[config.mk]
export PLATFORM = sky130hd
export DESIGN_NAME = axi_sram_slave
export DESIGN_NICKNAME = d
export VERILOG_FILES = /design/src/source/sram_pkg.sv /design/src/source/axi_sram_slave.sv
export SDC_FILE = /design/constraint.sdc
export NUM_CORES = 1
export LEC_CHECK = 0
export BUFFER_PORTS_ARGS = -buffer_cell sky130_fd_sc_hd__buf_2
export CAP_MARGIN = 20
export CORE_ASPECT_RATIO = 1.4
export CORE_MARGIN = 2
export CORE_UTILIZATION = 44
export CTS_BUF_LIST = sky130_fd_sc_hd__clkbuf_8
export CTS_CLUSTER_SIZE = 25
export DETAILED_ROUTE_END_ITERATION = 6
export PLACE_DENSITY = 0.78
export SLEW_MARGIN = 15
export SYNTH_ARGS = -nofsm -noshare
export SYNTH_HDL_FRONTEND = slang
export SYNTH_SLANG_ARGS = --single-unit
[constraint.sdc]
create_clock -name axi_clk -period 4 [get_ports axi_clk]
set_input_delay 0.8 -clock axi_clk [delete_from_list [all_inputs] [get_ports axi_clk]]
set_output_delay 0.8 -clock axi_clk [all_outputs]
set_load 0.005 [all_outputs]
[src/source/sram_pkg.sv]
package sram_pkg;

  // Bus and chip widths, one 16-bit word per address
  localparam int sram_addr_width = 20;
  localparam int sram_data_width = 16;
  localparam int sram_strb_width = (sram_data_width + 7) / 8;

  // AXI response codes
  localparam logic [1:0] resp_okay   = 2'b00;
  localparam logic [1:0] resp_slverr = 2'b10;

  // Cycles with we_n low during a write
  localparam int write_pulse_cycles = 2;

  // Wait cycles with oe_n low before read data is sampled
  localparam int read_wait_cycles = 2;

  // Shared cycle counter, sized for the longer phase
  localparam int sram_cnt_max =
    (write_pulse_cycles > read_wait_cycles) ? write_pulse_cycles : read_wait_cycles;
  localparam int sram_cnt_width = $clog2(sram_cnt_max + 1);

endpackage

[src/source/axi_sram_slave.sv]
`timescale 1ns/1ps

module axi_sram_slave (
  input  logic                                 axi_clk,
  input  logic                                 axi_resetn,

  // Write address channel
  input  logic [sram_pkg::sram_addr_width-1:0] axi_awaddr,
  input  logic                                 axi_awvalid,
  output logic                                 axi_awready,

  // Write data channel
  input  logic [sram_pkg::sram_data_width-1:0] axi_wdata,
  input  logic [sram_pkg::sram_strb_width-1:0] axi_wstrb,
  input  logic                                 axi_wvalid,
  output logic                                 axi_wready,

  // Write response channel
  output logic [1:0]                           axi_bresp,
  output logic                                 axi_bvalid,
  input  logic                                 axi_bready,

  // Read address channel
  input  logic [sram_pkg::sram_addr_width-1:0] axi_araddr,
  input  logic                                 axi_arvalid,
  output logic                                 axi_arready,

  // Read data channel
  output logic [sram_pkg::sram_data_width-1:0] axi_rdata,
  output logic [1:0]                           axi_rresp,
  output logic                                 axi_rvalid,
  input  logic                                 axi_rready,

  // Link to the SRAM controller
  output logic                                 sram_req,
  output logic                                 sram_write,
  output logic [sram_pkg::sram_addr_width-1:0] sram_addr,
  output logic [sram_pkg::sram_data_width-1:0] sram_wdata,
  input  logic                                 sram_ready,
  input  logic [sram_pkg::sram_data_width-1:0] sram_rdata
);

  import sram_pkg::*;

  typedef enum logic [2:0] {
    st_idle,
    st_write_wait,
    st_write_resp,
    st_read_wait,
    st_read_resp
  } state_t;

  state_t state;
  state_t state_next;

  logic                       write_pending;
  logic                       write_accept;
  logic                       read_accept;
  logic                       strb_full;
  logic                       req_q;
  logic                       write_q;
  logic [sram_addr_width-1:0] addr_q;
  logic [sram_data_width-1:0] wdata_q;
  logic [1:0]                 bresp_q;
  logic [sram_data_width-1:0] rdata_q;

  // Pins for the upper and lower byte are tied, so only full words go out
  assign strb_full = &axi_wstrb;

  // Write needs address and data together, and beats a pending read
  assign write_pending = axi_awvalid && axi_wvalid;
  assign write_accept  = (state == st_idle) && write_pending;
  assign read_accept   = (state == st_idle) && axi_arvalid && !write_pending;

  always_comb begin
    state_next = state;
    case (state)
      st_idle: begin
        if (write_accept) begin
          state_next = strb_full ? st_write_wait : st_write_resp;
        end else if (read_accept) begin
          state_next = st_read_wait;
        end
      end
      st_write_wait: begin
        if (sram_ready) begin
          state_next = st_write_resp;
        end
      end
      // Held here until the master takes the response
      st_write_resp: begin
        if (axi_bready) begin
          state_next = st_idle;
        end
      end
      st_read_wait: begin
        if (sram_ready) begin
          state_next = st_read_resp;
        end
      end
      st_read_resp: begin
        if (axi_rready) begin
          state_next = st_idle;
        end
      end
      default: begin
        state_next = st_idle;
      end
    endcase
  end

  always_ff @(posedge axi_clk or negedge axi_resetn) begin
    if (!axi_resetn) begin
      state <= st_idle;
    end else begin
      state <= state_next;
    end
  end

  // Request pulse in the cycle after the address handshake
  always_ff @(posedge axi_clk or negedge axi_resetn) begin
    if (!axi_resetn) begin
      req_q <= 1'b0;
    end else begin
      req_q <= (write_accept && strb_full) || read_accept;
    end
  end

  always_ff @(posedge axi_clk) begin
    if (write_accept) begin
      write_q <= 1'b1;
      addr_q  <= axi_awaddr;
      wdata_q <= axi_wdata;
      bresp_q <= strb_full ? resp_okay : resp_slverr;
    end else if (read_accept) begin
      write_q <= 1'b0;
      addr_q  <= axi_araddr;
    end
  end

  // Read word kept stable while rvalid waits for rready
  always_ff @(posedge axi_clk) begin
    if (state == st_read_wait && sram_ready) begin
      rdata_q <= sram_rdata;
    end
  end

  assign axi_awready = write_accept;
  assign axi_wready  = write_accept;
  assign axi_arready = read_accept;

  assign axi_bvalid = (state == st_write_resp);
  assign axi_bresp  = bresp_q;

  assign axi_rvalid = (state == st_read_resp);
  assign axi_rdata  = rdata_q;
  assign axi_rresp  = resp_okay;

  assign sram_req   = req_q;
  assign sram_write = write_q;
  assign sram_addr  = addr_q;
  assign sram_wdata = wdata_q;

endmodule

---- Yosys cells after proc, flatten, opt, wreduce, memory -nomap -nowiden ----
Cells that the tools add are included.
storage, ports and cells
  input bits .............................. 82
  logic and storage cells ................. 39
  register bits after elaboration ......... 59
cells by class
  reduce and logical (&&, ||, !) cells .... 12
  equal/unequal tests ..................... 9
  multiplexer cells ....................... 11
operators with widths
  cell                  number
  $mux W20              2
  $mux W3               6
  $pmux W3 S5           1
  $eq A3 B2 Y1 const B  2
  $logic_and A1 B1 Y1   6
  $reduce_and A5 Y1     1
  $mux W2               2
  $ne A2 B1 Y1 const B  2
  $ne A2 B2 Y1 const B  2
  $eq A3 B1 Y1 const B  1
  $eq A3 B3 Y1 const B  1
  $logic_not A3 Y1      1
  $ne A3 B3 Y1 const B  1
  $reduce_and A2 Y1     1
  $reduce_bool A2 Y1    1
  $logic_not A1 Y1      1
  $logic_or A1 B1 Y1    1

---- Longest topological paths before layout ----
Gate-level depths: netlist of the first run.
  depth in word-level cells ............... 6
  mapped depth ............................ 5
  depth with buffers taken out ............ 3

---- Least setup slack after synthesis of the first run ----
No wires, ideal clock.
  kind .................................... input to register
  start point ............................. input port axi_awvalid
  end point ............................... register addr_q[0] (netlist: sram_addr[0]), enable pin
  required time ........................... 3,575 ps
  arrival ................................. 2,432 ps
  setup slack ............................. 1,143 ps
  stages on the path ...................... 2
  path buffers ............................ 0
  cell sequence ........................... nand2_1 > o21ai_0
between the ends
  word-level cells in the longest chain between the ends .. 4
  elaborated cells between the ends (all ways) .. 5
ends and longest elaborated chain
  item                                   line                   RTL
  start: declaration                     axi_sram_slave.sv:9    input logic axi_awvalid,
  $logic_and A1 B1 Y1 *                  axi_sram_slave.sv:71   assign write_pending = axi_awvalid && axi_wvalid;
  $logic_not A1 Y1                       axi_sram_slave.sv:73   assign read_accept = (state == st_idle) && axi_arvalid && !write_pending;
  $logic_and A1 B1 Y1                    axi_sram_slave.sv:73
  $reduce_bool A2 Y1 (no source line) *  n/a
  end signal: assignment                 axi_sram_slave.sv:132  addr_q <= axi_awaddr;
  end signal: assignment                 axi_sram_slave.sv:137  addr_q <= axi_araddr;
  end: declaration                       axi_sram_slave.sv:62   logic [sram_addr_width-1:0] addr_q;
Every way passes the cells marked *; elsewhere a longest branch is shown, timed or not.
A chain may end at the register's enable or synchronous reset.

---- Final worst setup path of the first run ----
  start point ............................. register state[1]
  end point ............................... output port axi_wready
between the ends
  word-level cells in the longest chain between the ends .. 2
ends and longest elaborated chain
  item                      line                   RTL
  start: declaration        axi_sram_slave.sv:53   state_t state;
  start signal: assignment  axi_sram_slave.sv:114  state <= st_idle;
  start signal: assignment  axi_sram_slave.sv:116  state <= state_next;
  $logic_not A3 Y1          axi_sram_slave.sv:72   assign write_accept = (state == st_idle) && write_pending;
  $logic_and A1 B1 Y1       axi_sram_slave.sv:72
  end: declaration          axi_sram_slave.sv:16   output logic axi_wready,
Every way passes these cells.

==> results of run 1 <==
==> layout make-up <==
cell class / instances / share of cell area, %
Clock buffer: 9 / 3.79
Multi-Input combinational cell: 51 / 15.5
Tap cell: 66 / 2.53
Sequential cell: 58 / 52.4
Clock inverter: 7 / 3.60
Inverter: 3 / 0.345
Timing Repair Buffer: 142 / 21.8
==> worst max-delay path, cell delays in order (launching register included) <==
cell     delay (ps)
dfrtp_1         460
or3_4           480
nor2_8          420
buf_2           200
==> metal layers <==
layer,vias up,global-route usage [%]
met1,747,15.2
met2,75,27.5
li1,742,-
met5,-,0
met3,9,6.86
met4,0,11.0
==> stage by stage <==
| stage | hold WS (ps) | instances | worst slack [ps] | total power (uW) |
|---|---|---|---|---|
| after floorplan | 464 | 120 | 1140 | 1110 |
| after global placement | 474 | 320 | 1510 | 1250 |
| after detailed placement | 453 | 320 | 1480 | 1270 |
| after CTS | 252 | 336 | 1300 | 1920 |
| after global routing | 257 | 336 | 1220 | 1990 |
| final | 272 | 336 | 1320 | 1900 |
==> cells by family after synthesis <==
| kind of cell | Yosys count | share of synthesized area [%] |
|---|---|---|
| simple gates | 18 | 5.65 |
| buf+inv | 11 | 4.23 |
| flops | 58 | 74.3 |
| compound gates | 10 | 2.99 |
| mux | 20 | 12.7 |
| other cells | 1 | 0.163 |
==> cell usage in the layout, fill, tap and decap left out, drive strengths merged, types with 2 or more instances in the layout <==
| cell | synthesis | layout |
|---|---|---|
| dfrtp | 4 | 4 |
| nor4b | 2 | 2 |
| nand2 | 2 | 2 |
| nor2 | 2 | 2 |
| clkinv | 0 | 4 |
| o21ai | 2 | 2 |
| bufinv | 0 | 3 |
| nor3b | 3 | 3 |
| inv | 3 | 3 |
| or3 | 2 | 2 |
| edfxtp | 53 | 53 |
| buf | 8 | 142 |
| o31ai | 2 | 2 |
| conb | 1 | 3 |
| mux2 | 20 | 20 |
| clkbuf | 0 | 9 |
==> path summary, 6_finish.rpt <==
path                           endpoint  startpoint  cells after the start
setup / recovery             axi_wready    state[1]                      3
hold / removal                 state[0]  axi_resetn                      1
setup reg to reg           sram_addr[0]    state[1]                      4
hold reg to reg              sram_write  sram_write                      1
max in group asynchronous      state[1]  axi_resetn                      1
min in group axi_clk         sram_write  sram_write                      1
==> synthesized netlist by cell type (2+ instances only) <==
cell      count
o31ai_1       2
mux2_4       18
mux2_2        2
edfxtp_1     53
buf_12        2
nor4b_1       2
o21ai_0       2
nand2_1       2
inv_1         3
buf_4         4
dfrtp_1       4
nor3b_1       3
==> power breakdown <==
part	switching [uW]	leakage, uW	internal [uW]
sequential	49.8	0.000547	807
combinational	196	0.000815	199
clock	231	0.000123	413
total	477	0.00149	1420
==> state kept, by name, summed over array words and instances (netlist names) <==
name and flops:
state 3, axi_bresp 1, sram_addr 20, axi_rdata 16, sram_write 1, sram_req 1
sram_wdata 16
==> impl_metrics.ini, run 1 <==
[timing]
slew_headroom_pct = 32.4
layout_min_cycle_time_ps = 2680
finalMaxSlewViolations = 0
tightestPinTransition_ps = 1010
rsz0062_at_grt = false
fin_setup_tns_ps = 0
setup_violations = 0
hold_violations = 0
max_freq_ghz = 0.373
fin_crit_sh_pct = 67.0
fin_worst_skew_ps = 7.11

[route]
top_layer_used = met4
m1WireLength_mm = 1.57
routed_wirelength_mm = 4.92
ant_nets = 0
wl_met3_microns = 410
route.met2.wl_mm = 2.84
first_pass_iters = 4
drc_errors = 0
via_per_inst = 4.68
drt_iter0_drc = 91
dr_total_vias = 1573
post_drt_wl_per_cell_microns = 14.6

[placed_design]
gp_congestion = 0.765
place_area_sq_um = 3030
port_buffers = 141

[grt]
track_usage_pct = 15.9
grt_pass1_vias = 1481
grt_pass1_wl_mm = 6.63
grt_max_degree = 27
gr-total-overflow = 0
antenna_found_initial = 0

[clock_network]
cts_resized = 0
htree_levels = 3
cts_tree = done
clk_latency_ps = 330
clk_pin_slew_ps = 60
numCtsBuffers = 9
hold_buffers = 0
clock_sinks = 58
cts_buffer_depth = 2
cts_root_buf = clkbuf_8
post_cts_buffers = 0

[critical_path]
cp_max_fo = 26
crit_arrival_ps = 1880
rrSetupSlack_ps = 1670
end_kind = output pin
path_class = reg2out
worstPathRequired_ps = 3200
startpoint_type = flip-flop

[cells_and_area]
antenna_cells = 0
multiInputGateArea_sq_um = 507
final_core_util_pct = 63.8
layout-drive-gt1-share_pct = 67.4
ff_latch_area_sq_um = 1710
synthToLayoutAreaGrowth_pct = 41.7
fillers = 401
final_cell_area_sq_um = 3270
nets = 347

[die]
fp.dieArea_sq_um = 5840
io_pins = 145
rows = 31
start_util_pct = 45.0
die_h_microns = 89.6
die_x_microns = 65.2
coreArea_sq_um = 5120

[yosys]
syn_area_sq_um = 2300
synthTopCellsByArea = edfxtp_1 (69%), mux2_4 (12%), dfrtp_1 (4.3%)
yosysSeqAreaShare_pct = 74.3
synth_seq_cells = 58
yosysTopAreaCell = edfxtp_1
synth_top_area_share_pct = 69.1
yosys_warnings = 0
ys.flop_type = edfxtp_1
synthCells = 118
synthDistinctLibCells = 33
synth_edf_count = 53
avgSynthCellArea_sq_um = 19.5
async_flop_share_pct = 6.90

[flow_run]
maxCapViolations = 0

[outcome]
status = finished clean

[power]
p_per_area_nw_per_um2 = 580
p_leak_uw = 0.00149
ir_worst_vdd_mv = 0.386

[worst_hold_path]
hold_class = in2async
No activity file was read; power rests on OpenSTA's default activity.
==> run 2: changes to the inputs <==
--- a/config.mk
+++ b/config.mk
@@ -9,11 +9,11 @@
 export CAP_MARGIN = 20
 export CORE_ASPECT_RATIO = 1.4
 export CORE_MARGIN = 2
-export CORE_UTILIZATION = 44
+export CORE_UTILIZATION = 40
 export CTS_BUF_LIST = sky130_fd_sc_hd__clkbuf_8
 export CTS_CLUSTER_SIZE = 25
 export DETAILED_ROUTE_END_ITERATION = 6
-export PLACE_DENSITY = 0.78
+export PLACE_DENSITY = 0.75
 export SLEW_MARGIN = 15
 export SYNTH_ARGS = -nofsm -noshare
 export SYNTH_HDL_FRONTEND = slang
==> constraint.sdc (replaced) <==
create_clock -name axi_clk -period 2.4 [get_ports axi_clk]
set_input_delay 0.48 -clock axi_clk [delete_from_list [all_inputs] [get_ports axi_clk]]
set_output_delay 0.48 -clock axi_clk [all_outputs]
set_load 0.005 [all_outputs]
==> run 2 against run 1 <==
  * Worst setup slack got worse by 1200 ps
  * Count of clock-buffer cells in the layout did not move
  * Power up 53%
  * Global-route usage barely moved
==> impl_metrics.ini, run 2 (synthesis gave the netlist of run 1 again) <==
[timing]
fin_setup_tns_ps = 0
layout_min_cycle_time_ps = 2280
finalMaxSlewViolations = 0
tightestPinTransition_ps = 973
fin_crit_sh_pct = 94.8
max_freq_ghz = 0.439
rsz0062_at_grt = false
fin_worst_skew_ps = 5.76
slew_headroom_pct = 35.1
setup_violations = 0
hold_violations = 0

[critical_path]
worstPathRequired_ps = 1920
end_kind = output pin
path_class = reg2out
cp_num_buf_inv = 2
cp_max_fo = 24
crit_slowest_cell = or3_4
startpoint_type = flip-flop
cp_cell_sequence = or3_4, nor2_8, buf_12, buf_2
crit_family = simple AND/OR/NAND/NOR gates
crit_arrival_ps = 1800
cpPeakStageDelay_ps = 470

[cells_and_area]
final_core_util_pct = 58.5
fillers = 451
largest_reg_flops = 20
final_cell_mix = buf_2 (141), edfxtp_1 (53), mux2_4 (18)
final_cell_area_sq_um = 3230
fin_cells = 339
layout-drive-gt1-share_pct = 65.7
ff_latch_area_sq_um = 1710
multiInputGateArea_sq_um = 507
nets = 349
antenna_cells = 0
final_common_cell = buf_2
synthToLayoutAreaGrowth_pct = 40.2

[outcome]
status = finished clean

[route]
via_per_inst = 4.55
first_pass_iters = 4
ant_nets = 0
post_drt_wl_per_cell_microns = 14.4
drt_iter0_drc = 50
routed_wirelength_mm = 4.89
dr_total_vias = 1543
drc_errors = 0

[power]
power_frac_seq_pct = 49.1
comb_power_share_pct = 23.4
p_sw_uw = 751
p_leak_uw = 0.00147
swShare_pct = 25.9
p_per_area_nw_per_um2 = 896
internal_power_uw = 2150
pwr-share-clk_pct = 27.6
ir_worst_vdd_mv = 0.497

[placed_design]
dp_hpwl_mm = 3.87
dp.cells = 323
place_area_sq_um = 3050
gp_congestion = 0.823
port_buffers = 141

[grt]
antenna_found_initial = 0
grt_max_degree = 25
grt_pass1_wl_mm = 7.02
track_usage_pct = 15.8
grt_pass1_vias = 1506
gr-total-overflow = 0

[clock_network]
numCtsBuffers = 9
clk_pin_slew_ps = 60
cts_tree = done
cts_root_buf = clkbuf_8
clk_latency_ps = 320
cts_resized = 0
htree_levels = 3
clock_sinks = 58
cts_buffer_depth = 2
post_cts_buffers = 0

[worst_hold_path]
hold_class = in2reg

[die]
rows = 32
die_h_microns = 93.8
fp.dieArea_sq_um = 6390
die_x_microns = 68.2
io_pins = 145
start_util_pct = 41.7
coreArea_sq_um = 5530

[flow_run]
maxCapViolations = 0
==> run 2: area by class of cell <==
cell class / count / area share, %
repair buffers: 144 / 23.0
inverters: 3 / 0.348
flip-flops and latches: 58 / 53.0
clock inverters: 6 / 1.55
clock buffers: 9 / 3.83
multi-input cells: 51 / 15.7
well taps: 68 / 2.63
==> run 2: final timing paths <==
check	startpoint	end	slack (ps)	cells past startpoint
worst max-delay path	state[1]	axi_awready	120	4
max in group asynchronous	axi_resetn	state[0]	1770	2
worst min register to register	sram_write	sram_write	470	1
worst max register to register	state[1]	sram_addr[18]	290	2
min in group asynchronous	axi_resetn	state[1]	510	2
worst min-delay path	sram_rdata[6]	axi_rdata[6]	330	1
==> run 2: power groups by stage <==
| stage | Sequential [uW] | Clock, uW | Combinational [uW] |
|---|---|---|---|
| 3_5_place_dp | 1440 | 0 | 690 |
| 4_1_cts | 1420 | 821 | 690 |
| 3_3_place_gp | 1430 | 0 | 674 |
| 2_1_floorplan | 1440 | 0 | 418 |
| 6_report | 1420 | 798 | 676 |
| 5_1_grt | 1450 | 876 | 740 |
==> run 2: per-stage QoR <==
step                      hold slack, ps  worst slack, ps  total power (uW)
after detailed placement             296              277              2130
after global placement               293              343              2100
final                                330              125              2900
after floorplan                      184              119              1860
after CTS                            310              106              2940
after global routing                 304             24.4              3060
==> run 2: per-layer routing <==
metal  vias up  wire length (microns)  track usage, %
met5         -                      0               0
met2        94                   2660            25.7
li1        746                      -               -
met4         0                    150            10.3
met1       691                   1680            16.7
met3        12                    407            5.88
==> run 2: repair_timing <==
action	4_1_cts	5_1_grt
setup endpoints to repair	0	0
hold buffers	1	0
endpoints found under the hold margin	4	0
